**src/kyber_ctrl_pkg.sv**
```systemverilog
`default_nettype none

package kyber_ctrl_pkg;

    localparam int CNT_W = 12;
    localparam int OFS_W = 8;

    localparam int DEFAULT_SLOT_WORDS = 32; // Words per polynomial slot

    localparam logic [CNT_W-1:0] DEC_LAST = 12'd1174; // Run is 1175 cycles

    // NTT strobes and the cycles that load the matching step
    localparam logic [CNT_W-1:0] NTT_START_CYC [0:4] =
        '{12'd34, 12'd264, 12'd494, 12'd634, 12'd842};
    localparam logic [CNT_W-1:0] NTT_STEP_CYC [0:4] =
        '{12'd0, 12'd263, 12'd493, 12'd633, 12'd841};

    localparam logic [CNT_W-1:0] ADDSUB_START_CYC [0:1] = '{12'd774, 12'd1072};
    localparam logic [CNT_W-1:0] ADDSUB_STEP_CYC [0:1] = '{12'd773, 12'd1071};

    localparam logic [CNT_W-1:0] CODER_ACT_CYC [0:2] = '{12'd0, 12'd98, 12'd1140};
    localparam logic [CNT_W-1:0] CODER_STEP_CYC [0:1] = '{12'd97, 12'd1139};

    localparam logic [CNT_W-1:0] CODER_W_END = 12'd163; // Coder writes c before NTT

    typedef enum logic [1:0] {
        NTT_FWD = 2'd0,
        NTT_INV = 2'd1,
        NTT_MUL = 2'd2
    } ntt_op_t;

    typedef enum logic [3:0] {
        CODER_NONE    = 4'd0,
        DEC_DECODE_SK = 4'd6,
        DEC_DECODE_C  = 4'd7,
        DEC_ENCODE_M  = 4'd8
    } coder_op_t;

    typedef enum logic [1:0] {
        OWNER_CODER  = 2'd0,
        OWNER_NTT    = 2'd1,
        OWNER_ADDSUB = 2'd2
    } bus_owner_t;

    typedef enum logic {
        ST_IDLE = 1'b0,
        ST_RUN  = 1'b1
    } run_state_t;

    // Start word of a polynomial slot in the shared RAM
    function automatic logic [OFS_W-1:0] slot_offset(
        input logic [2:0] slot,
        input int         words
    );
        logic [31:0] full;
        full = {29'd0, slot} * words;
        return full[OFS_W-1:0];
    endfunction

endpackage

`default_nettype wire

```
**src/addsub_sched.sv**
```systemverilog
`default_nettype none
`timescale 1ns/10ps

module addsub_sched #(
    parameter int SLOT_WORDS = kyber_ctrl_pkg::DEFAULT_SLOT_WORDS
) (
    input  wire logic                              clk,
    input  wire logic                              rst,
    input  wire logic [kyber_ctrl_pkg::CNT_W-1:0]  cycle_cnt,
    input  wire logic                              running,
    output logic                                   addsub_start,
    output logic                                   add_flag,
    output logic [kyber_ctrl_pkg::OFS_W-1:0]       addsub_ram_r_offset_a,
    output logic [kyber_ctrl_pkg::OFS_W-1:0]       addsub_ram_r_offset_b
);

    typedef enum logic [1:0] {
        AS_NONE = 2'd0,
        AS_ADD  = 2'd1,
        AS_SUB  = 2'd2
    } addsub_step_t;

    addsub_step_t step;
    logic [2:0]   b_slot;

    always_ff @(posedge clk or posedge rst) begin
        if (rst) begin
            step <= AS_NONE;
        end else if (!running) begin
            step <= AS_NONE;
        end else if (cycle_cnt == kyber_ctrl_pkg::ADDSUB_STEP_CYC[0]) begin
            step <= AS_ADD; // s*u partial sums
        end else if (cycle_cnt == kyber_ctrl_pkg::ADDSUB_STEP_CYC[1]) begin
            step <= AS_SUB; // v minus s*u
        end
    end

    assign addsub_start = running &&
        (cycle_cnt == kyber_ctrl_pkg::ADDSUB_START_CYC[0] ||
         cycle_cnt == kyber_ctrl_pkg::ADDSUB_START_CYC[1]);

    assign add_flag = (step == AS_ADD);

    always_comb begin
        case (step)
            AS_ADD:  b_slot = 3'd1;
            AS_SUB:  b_slot = 3'd2;
            default: b_slot = 3'd0;
        endcase
    end

    assign addsub_ram_r_offset_a = kyber_ctrl_pkg::slot_offset(3'd0, SLOT_WORDS); // Always slot 0
    assign addsub_ram_r_offset_b = kyber_ctrl_pkg::slot_offset(b_slot, SLOT_WORDS);

endmodule

`default_nettype wire

```
**src/coder_sched.sv**
```systemverilog
`default_nettype none
`timescale 1ns/10ps

module coder_sched (
    input  wire logic                              clk,
    input  wire logic                              rst,
    input  wire logic [kyber_ctrl_pkg::CNT_W-1:0]  cycle_cnt,
    input  wire logic                              running,
    output logic                                   coder_active,
    output logic                                   coder_load_input,
    output kyber_ctrl_pkg::coder_op_t              coder_mode
);

    typedef enum logic [1:0] {
        CS_DECODE_C  = 2'd0,
        CS_DECODE_SK = 2'd1,
        CS_ENCODE_M  = 2'd2
    } coder_step_t;

    coder_step_t step;

    always_ff @(posedge clk or posedge rst) begin
        if (rst) begin
            step <= CS_DECODE_C;
        end else if (!running) begin
            step <= CS_DECODE_C; // Ready for ciphertext at cycle 0
        end else if (cycle_cnt == kyber_ctrl_pkg::CODER_STEP_CYC[0]) begin
            step <= CS_DECODE_SK;
        end else if (cycle_cnt == kyber_ctrl_pkg::CODER_STEP_CYC[1]) begin
            step <= CS_ENCODE_M;
        end
    end

    assign coder_load_input = running && (cycle_cnt == '0);

    assign coder_active = running &&
        (cycle_cnt == kyber_ctrl_pkg::CODER_ACT_CYC[0] ||
         cycle_cnt == kyber_ctrl_pkg::CODER_ACT_CYC[1] ||
         cycle_cnt == kyber_ctrl_pkg::CODER_ACT_CYC[2]);

    always_comb begin
        if (!running) coder_mode = kyber_ctrl_pkg::CODER_NONE;
        else begin
            case (step)
                CS_DECODE_SK: coder_mode = kyber_ctrl_pkg::DEC_DECODE_SK;
                CS_ENCODE_M:  coder_mode = kyber_ctrl_pkg::DEC_ENCODE_M;
                default:      coder_mode = kyber_ctrl_pkg::DEC_DECODE_C;
            endcase
        end
    end

endmodule

`default_nettype wire

```
**src/dec_ctrl.sv**
```systemverilog
`default_nettype none
`timescale 1ns/10ps

module dec_ctrl #(
    parameter int SLOT_WORDS = kyber_ctrl_pkg::DEFAULT_SLOT_WORDS
) (
    input  wire logic                         clk,
    input  wire logic                         rst,
    input  wire logic                         start,
    output logic                              finish,

    output logic                              ntt_start,
    output kyber_ctrl_pkg::ntt_op_t           ntt_mode,
    output logic [kyber_ctrl_pkg::OFS_W-1:0]  ntt_ram_r_offset_a,
    output logic [kyber_ctrl_pkg::OFS_W-1:0]  ntt_ram_r_offset_b,
    output logic [kyber_ctrl_pkg::OFS_W-1:0]  ntt_ram_w_offset,

    output logic                              addsub_start,
    output logic                              add_flag,
    output logic [kyber_ctrl_pkg::OFS_W-1:0]  addsub_ram_r_offset_a,
    output logic [kyber_ctrl_pkg::OFS_W-1:0]  addsub_ram_r_offset_b,

    output logic                              coder_active,
    output logic                              coder_load_input,
    output kyber_ctrl_pkg::coder_op_t         coder_mode,

    output kyber_ctrl_pkg::bus_owner_t        ram_r_owner,
    output kyber_ctrl_pkg::bus_owner_t        ram_w_owner
);

    logic [kyber_ctrl_pkg::CNT_W-1:0] cycle_cnt;
    logic                             running;

    dec_timer u_dec_timer (
        .clk       (clk),
        .rst       (rst),
        .start     (start),
        .cycle_cnt (cycle_cnt),
        .running   (running),
        .finish    (finish)
    );

    ntt_sched #(.SLOT_WORDS(SLOT_WORDS)) u_ntt_sched (
        .clk                (clk),
        .rst                (rst),
        .cycle_cnt          (cycle_cnt),
        .running            (running),
        .ntt_start          (ntt_start),
        .ntt_mode           (ntt_mode),
        .ntt_ram_r_offset_a (ntt_ram_r_offset_a),
        .ntt_ram_r_offset_b (ntt_ram_r_offset_b),
        .ntt_ram_w_offset   (ntt_ram_w_offset)
    );

    addsub_sched #(.SLOT_WORDS(SLOT_WORDS)) u_addsub_sched (
        .clk                   (clk),
        .rst                   (rst),
        .cycle_cnt             (cycle_cnt),
        .running               (running),
        .addsub_start          (addsub_start),
        .add_flag              (add_flag),
        .addsub_ram_r_offset_a (addsub_ram_r_offset_a),
        .addsub_ram_r_offset_b (addsub_ram_r_offset_b)
    );

    coder_sched u_coder_sched (
        .clk              (clk),
        .rst              (rst),
        .cycle_cnt        (cycle_cnt),
        .running          (running),
        .coder_active     (coder_active),
        .coder_load_input (coder_load_input),
        .coder_mode       (coder_mode)
    );

    ram_bus_arb u_ram_bus_arb (
        .cycle_cnt   (cycle_cnt),
        .running     (running),
        .ram_r_owner (ram_r_owner),
        .ram_w_owner (ram_w_owner)
    );

endmodule

`default_nettype wire

```
**src/dec_timer.sv**
```systemverilog
`default_nettype none
`timescale 1ns/10ps

module dec_timer (
    input  wire logic                             clk,
    input  wire logic                             rst,
    input  wire logic                             start,
    output logic [kyber_ctrl_pkg::CNT_W-1:0]      cycle_cnt,
    output logic                                  running,
    output logic                                  finish
);

    kyber_ctrl_pkg::run_state_t state;

    always_ff @(posedge clk or posedge rst) begin
        if (rst) begin
            state <= kyber_ctrl_pkg::ST_IDLE;
        end else begin
            case (state)
                kyber_ctrl_pkg::ST_IDLE: begin
                    if (start) state <= kyber_ctrl_pkg::ST_RUN; // Start ignored while running
                end
                default: begin
                    if (cycle_cnt == kyber_ctrl_pkg::DEC_LAST) begin
                        state <= kyber_ctrl_pkg::ST_IDLE;
                    end
                end
            endcase
        end
    end

    always_ff @(posedge clk or posedge rst) begin
        if (rst) begin
            cycle_cnt <= '0;
        end else if (state == kyber_ctrl_pkg::ST_RUN && cycle_cnt != kyber_ctrl_pkg::DEC_LAST) begin
            cycle_cnt <= cycle_cnt + 1'b1;
        end else begin
            cycle_cnt <= '0; // Held at 0 while idle
        end
    end

    assign running = (state == kyber_ctrl_pkg::ST_RUN);
    assign finish  = (state == kyber_ctrl_pkg::ST_IDLE);

endmodule

`default_nettype wire

```
**src/ntt_sched.sv**
```systemverilog
`default_nettype none
`timescale 1ns/10ps

module ntt_sched #(
    parameter int SLOT_WORDS = kyber_ctrl_pkg::DEFAULT_SLOT_WORDS
) (
    input  wire logic                              clk,
    input  wire logic                              rst,
    input  wire logic [kyber_ctrl_pkg::CNT_W-1:0]  cycle_cnt,
    input  wire logic                              running,
    output logic                                   ntt_start,
    output kyber_ctrl_pkg::ntt_op_t                ntt_mode,
    output logic [kyber_ctrl_pkg::OFS_W-1:0]       ntt_ram_r_offset_a,
    output logic [kyber_ctrl_pkg::OFS_W-1:0]       ntt_ram_r_offset_b,
    output logic [kyber_ctrl_pkg::OFS_W-1:0]       ntt_ram_w_offset
);

    logic [2:0] step;
    logic       start_hit;
    logic [2:0] a_slot;
    logic [2:0] b_slot;
    logic [2:0] w_slot;

    always_ff @(posedge clk or posedge rst) begin
        if (rst) begin
            step <= 3'd0;
        end else if (!running) begin
            step <= 3'd0;
        end else begin
            for (int i = 0; i < 5; i++) begin
                if (cycle_cnt == kyber_ctrl_pkg::NTT_STEP_CYC[i]) step <= 3'(i);
            end
        end
    end

    always_comb begin
        start_hit = 1'b0;
        for (int i = 0; i < 5; i++) begin
            if (cycle_cnt == kyber_ctrl_pkg::NTT_START_CYC[i]) start_hit = 1'b1;
        end
    end

    assign ntt_start = running && start_hit;

    // Step decode into operation and polynomial slots
    always_comb begin
        case (step)
            3'd1: begin
                ntt_mode = kyber_ctrl_pkg::NTT_FWD; // NTT of u1
                a_slot   = 3'd1;
                b_slot   = 3'd1;
                w_slot   = 3'd1;
            end
            3'd2: begin
                ntt_mode = kyber_ctrl_pkg::NTT_MUL; // s0 * u0
                a_slot   = 3'd0;
                b_slot   = 3'd3;
                w_slot   = 3'd0;
            end
            3'd3: begin
                ntt_mode = kyber_ctrl_pkg::NTT_MUL; // s1 * u1
                a_slot   = 3'd1;
                b_slot   = 3'd4;
                w_slot   = 3'd1;
            end
            3'd4: begin
                ntt_mode = kyber_ctrl_pkg::NTT_INV;
                a_slot   = 3'd0;
                b_slot   = 3'd0;
                w_slot   = 3'd0;
            end
            default: begin
                ntt_mode = kyber_ctrl_pkg::NTT_FWD; // NTT of u0
                a_slot   = 3'd0;
                b_slot   = 3'd0;
                w_slot   = 3'd0;
            end
        endcase
    end

    assign ntt_ram_r_offset_a = kyber_ctrl_pkg::slot_offset(a_slot, SLOT_WORDS);
    assign ntt_ram_r_offset_b = kyber_ctrl_pkg::slot_offset(b_slot, SLOT_WORDS);
    assign ntt_ram_w_offset   = kyber_ctrl_pkg::slot_offset(w_slot, SLOT_WORDS);

endmodule

`default_nettype wire

```
**src/ram_bus_arb.sv**
```systemverilog
`default_nettype none
`timescale 1ns/10ps

module ram_bus_arb (
    input  wire logic [kyber_ctrl_pkg::CNT_W-1:0]  cycle_cnt,
    input  wire logic                              running,
    output kyber_ctrl_pkg::bus_owner_t             ram_r_owner,
    output kyber_ctrl_pkg::bus_owner_t             ram_w_owner
);

    kyber_ctrl_pkg::bus_owner_t win_owner;

    // Engine windows shared by both ports
    always_comb begin
        if (!running) begin
            win_owner = kyber_ctrl_pkg::OWNER_CODER;
        end else if (cycle_cnt < kyber_ctrl_pkg::ADDSUB_START_CYC[0]) begin
            win_owner = kyber_ctrl_pkg::OWNER_NTT;
        end else if (cycle_cnt < kyber_ctrl_pkg::NTT_START_CYC[4]) begin
            win_owner = kyber_ctrl_pkg::OWNER_ADDSUB;
        end else if (cycle_cnt < kyber_ctrl_pkg::ADDSUB_START_CYC[1]) begin
            win_owner = kyber_ctrl_pkg::OWNER_NTT; // Inverse NTT
        end else if (cycle_cnt < kyber_ctrl_pkg::CODER_ACT_CYC[2]) begin
            win_owner = kyber_ctrl_pkg::OWNER_ADDSUB;
        end else begin
            win_owner = kyber_ctrl_pkg::OWNER_CODER; // Message encode
        end
    end

    assign ram_r_owner = win_owner;

    // Coder fills the RAM with u and sk early in the run
    always_comb begin
        if (running && cycle_cnt < kyber_ctrl_pkg::CODER_W_END) begin
            ram_w_owner = kyber_ctrl_pkg::OWNER_CODER;
        end else begin
            ram_w_owner = win_owner;
        end
    end

endmodule

`default_nettype wire

```
**config.mk**
```make
export PLATFORM = sky130hd
export DESIGN_NAME = dec_ctrl
export DESIGN_NICKNAME = d
export VERILOG_FILES = /design/src/kyber_ctrl_pkg.sv /design/src/addsub_sched.sv /design/src/coder_sched.sv /design/src/dec_ctrl.sv /design/src/dec_timer.sv /design/src/ntt_sched.sv /design/src/ram_bus_arb.sv
export SDC_FILE = /design/constraint.sdc
export NUM_CORES = 1
export LEC_CHECK = 0
export BUFFER_PORTS_ARGS = -buffer_cell sky130_fd_sc_hd__buf_2
export CAP_MARGIN = 20
export CELL_PAD_IN_SITES_DETAIL_PLACEMENT = 0
export CELL_PAD_IN_SITES_GLOBAL_PLACEMENT = 2
export CORE_UTILIZATION = 31
export DETAILED_ROUTE_END_ITERATION = 8
export PLACE_DENSITY = 0.93
export SLEW_MARGIN = 10
export SYNTH_ARGS = -nofsm -noshare
export SYNTH_HDL_FRONTEND = slang
export SYNTH_SLANG_ARGS = --single-unit
```
**constraint.sdc**
```tcl
create_clock -name clk -period 3.1 [get_ports clk]
set_input_delay 0.93 -clock clk [delete_from_list [all_inputs] [get_ports clk]]
set_output_delay 0.93 -clock clk [all_outputs]
set_load 0.1 [all_outputs]
```
==> results_dict.tcl <==
set metrics [dict create \
    tritoncts.num_buffers 3 \
    final_min_period_over_clock_period_pct 96.3 \
    grt_pass1_vias 1430 \
    power_uw 706 \
    floorplan.die_area_um2 6280 \
    cp.arrival_ps 2060 \
    peak_clock_frequency_supported_by_timing_mhz 335 \
    timing.reg2reg.worst_path_depth 4 \
    postRouteAntennaNets 0 \
    min-delay-path-class "register to register" \
    postRouteWirelength_mm 4.16 \
    syn_to_final_growth_pct 17.4 \
    netlist_instances 230 \
    crit_slowest_cell "sky130_fd_sc_hd__dfrtp_1" \
    tightestPinTransition_ps 765 \
    slew-limit-headroom_pct 49.0 \
    commonest_non_fill_non_tap_cell_in_the_layout "sky130_fd_sc_hd__conb_1" \
    filler_cell_count 586 \
    nets 265 \
    power.ir.vdd_worst_mv 0.201 \
    critPathMaxFanout 13 \
    cap_viol_max_count 0 \
    crit_path_max_incr_delay_ps 580 \
    detailedPlacementHpwl_mm 3.22 \
    cpLargestDelayFamily "compound AO/OA/AOI/OAI gates" \
    cp_cell_sequence "a21oi_1 -> a21o_1 -> a2111oi_0 -> buf_4 -> nor2_2 -> buf_2" \
    skew_ps 1.96 \
    postCtsSetupBuffers 0 \
    cts.root.buffer_cell "sky130_fd_sc_hd__clkbuf_8" \
    avgViaCountPerCell 4.87 \
    synth_area_um2 1850 \
    hold_vio_cnt_final 0 \
    timing.rr.end "u_dec_timer.running" \
    critical_register_to_register_path_startpoint "u_dec_timer.cycle_cnt[9]" \
    worst_hold_slack_ps 545 \
    cts_tree "done" \
    syn_avg_cell_area_um2 8.04 \
    synth-async-reset-ratio_pct 100 \
    initial_utilization_pct 32.8 \
    fp.dieH_um 79.2 \
    cts.hold.buffers_added 0 \
    grt_remaining_overflow 0 \
    detail_route.wl_per_cell_um 12.7 \
    whs_endpoint "u_addsub_sched.step[0]" \
    timing.final.crit_period_ps 2990 \
    h-tree-depth 1 \
    max-clock-path-buffers 2 \
    cts.clk_slew.worst_paths_ps 80 \
    min_path_cells 2 \
    core_region_area_um2 5640 \
    timing.hold.worst.start "u_addsub_sched.step[0]" \
    crit_path_end_kind "primary output" \
    worstSetupStartpoint "u_dec_timer.cycle_cnt[2]" \
    finalWeightedCongestion 0.834 \
    detail_route.drc_violations 0 \
    synth.lib_cells_used.distinct 46 \
    grt_use_total_pct 14.5 \
    numClockSinks 20 \
    initial_antenna_violation_count 0 \
    rsz_0062_raised_after_global_routing "false" \
    placement_rows 27 \
    postSynthRegisterBits 20 \
    synth-edff-count 0 \
    p_leak_nw 1.05 \
    drt-pass1-iter-count 4 \
    critical_path_required_ps 2170 \
    critical_path_buf_inv_count 2 \
    grt_pass1_wl_mm 7.08 \
    run_status "complete, no violations" \
    final_cell_mix "sky130_fd_sc_hd__conb_1 (33), sky130_fd_sc_hd__nor2_1 (22), sky130_fd_sc_hd__dfrtp_1 (20), sky130_fd_sc_hd__buf_2 (18), sky130_fd_sc_hd__nand2_1 (15)" \
    portBuffers 25 \
    detail_route.iter0.violations 218 \
    p_per_area_nw_per_um2 325 \
    timing.final.setup_violations 0 \
    maximum_number_of_pins_on_one_net_before_global_route_repair 21 \
    r2r_slack_ps 890 \
    yosys_most_used_dff "sky130_fd_sc_hd__dfrtp_1" \
    synth.yosys.seq_area_share_pct 27.1 \
    post_cts_sizing_count 0 \
    timing.final.max_slew_violations 0 \
    worst_skew_pair.late_latency_ps 260 \
    fraction_of_layout_instances_using_a_drive_strength_above_1_pct 23.9 \
    yosysWarnings 0 \
    worstSetupPathType "register to primary output" \
    ioPinCount 59 \
    route.vias.total 1591 \
    critPathLaunchType "register" \
    die_x_um 79.2 \
    insertedDiodeCount 0 \
]
-- worst reg2reg max path, delay by kind of cell (launching register included) --
kind	cells	cell delay [ps]
simple gates	2	640
compound gates	2	900
flops	1	520
-- worst max-delay path by stage --
stage / end / cells past startpoint / slack [ps]
finish: ram_r_owner[0] / 6 / 110
global route: ram_r_owner[0] / 6 / 10
CTS: ram_w_owner[0] / 6 / 20
detailed placement: ram_w_owner[0] / 6 / 330
global placement: addsub_start / 5 / 340
floorplan: ntt_ram_r_offset_b[6] / 2 / -90
-- flip-flops by register name, indices dropped and copies added, names as in the netlist --
| register | count |
|---|---|
| u_addsub_sched.step | 2 |
| u_dec_timer.running | 1 |
| u_ntt_sched.step | 3 |
| u_coder_sched.step | 2 |
| u_dec_timer.cycle_cnt | 12 |
-- area by class of cell --
| class | instances | area (um2) | share of cell area, % |
|---|---|---|---|
| Clock buffer | 3 | 41.3 | 1.90 |
| Clock inverter | 1 | 30.0 | 1.38 |
| Inverter | 8 | 31.3 | 1.44 |
| Multi-Input combinational cell | 185 | 1160 | 53.5 |
| Sequential cell | 20 | 500 | 23.1 |
| Tap cell | 72 | 90.1 | 4.15 |
| Timing Repair Buffer | 38 | 315 | 14.5 |
-- report_power, final --
group	internal, mW	switching (mW)
logic	0.00103	0.178
registers	0.261	0
clock network	0.172	0.0939
total	0.434	0.272
-- cell families (layout without fill, tap and decap cells) --
kind of cell / count (synthesis) / after routing / synth area share [%]
xor gates and xnor gates: 11 / 11 / 5.21
buffers and inverters: 57 / 50 / 20.0
and+or+nand+nor: 105 / 105 / 31.3
other: 1 / 33 / 0.203
adders and majority gates: 6 / 6 / 4.06
DFF: 20 / 20 / 27.1
AOI/OAI and AO/OA: 30 / 30 / 12.2
-- synth_stat cells, drive strengths merged (2+ instances only) --
cell type / number / share of area [%]
nand4: 13 / 4.4
nor3: 3 / 0.81
nor2: 25 / 5.1
and3: 4 / 1.4
clkbuf: 4 / 0.81
nor4b: 3 / 2.2
inv: 7 / 1.4
o211ai: 2 / 0.81
and2: 6 / 2.0
o22ai: 2 / 0.68
nand3: 12 / 3.2
nand2: 16 / 3.4
and3b: 2 / 0.95
dfrtp: 20 / 27
o21ai: 4 / 1.1
a211o: 2 / 0.95
nor2b: 11 / 3.7
buf: 45 / 18
nor4: 3 / 1.0
a32oi: 2 / 0.95
xnor2: 10 / 4.7
ha: 6 / 4.1
a21oi: 8 / 2.2
a21o: 2 / 0.81
-- layer usage --
layer	track usage (%)	up-vias	wire length (um)
met3	2.53	8	260
met1	19.3	735	1880
met4	6.18	0	63
met2	23.0	71	1960
li1	-	777	-
met5	0	-	0
-- per-stage QoR --
step / util [%] / area, um2 / worst slack, ps / setup TNS, ps / std cells
2_1_floorplan: - / 2020 / -85.2 / -85.2 / 262
4_1_cts: 38.2 / 2160 / 24.4 / 0 / 327
5_1_grt: 38.5 / 2170 / 15.0 / 0 / 327
3_5_place_dp: 36.9 / 2080 / 333 / 0 / 323
3_3_place_gp: 36.9 / 2080 / 344 / 0 / 323
6_report: 38.5 / 2170 / 115 / 0 / 327
(Power assumes the default switching activity.)
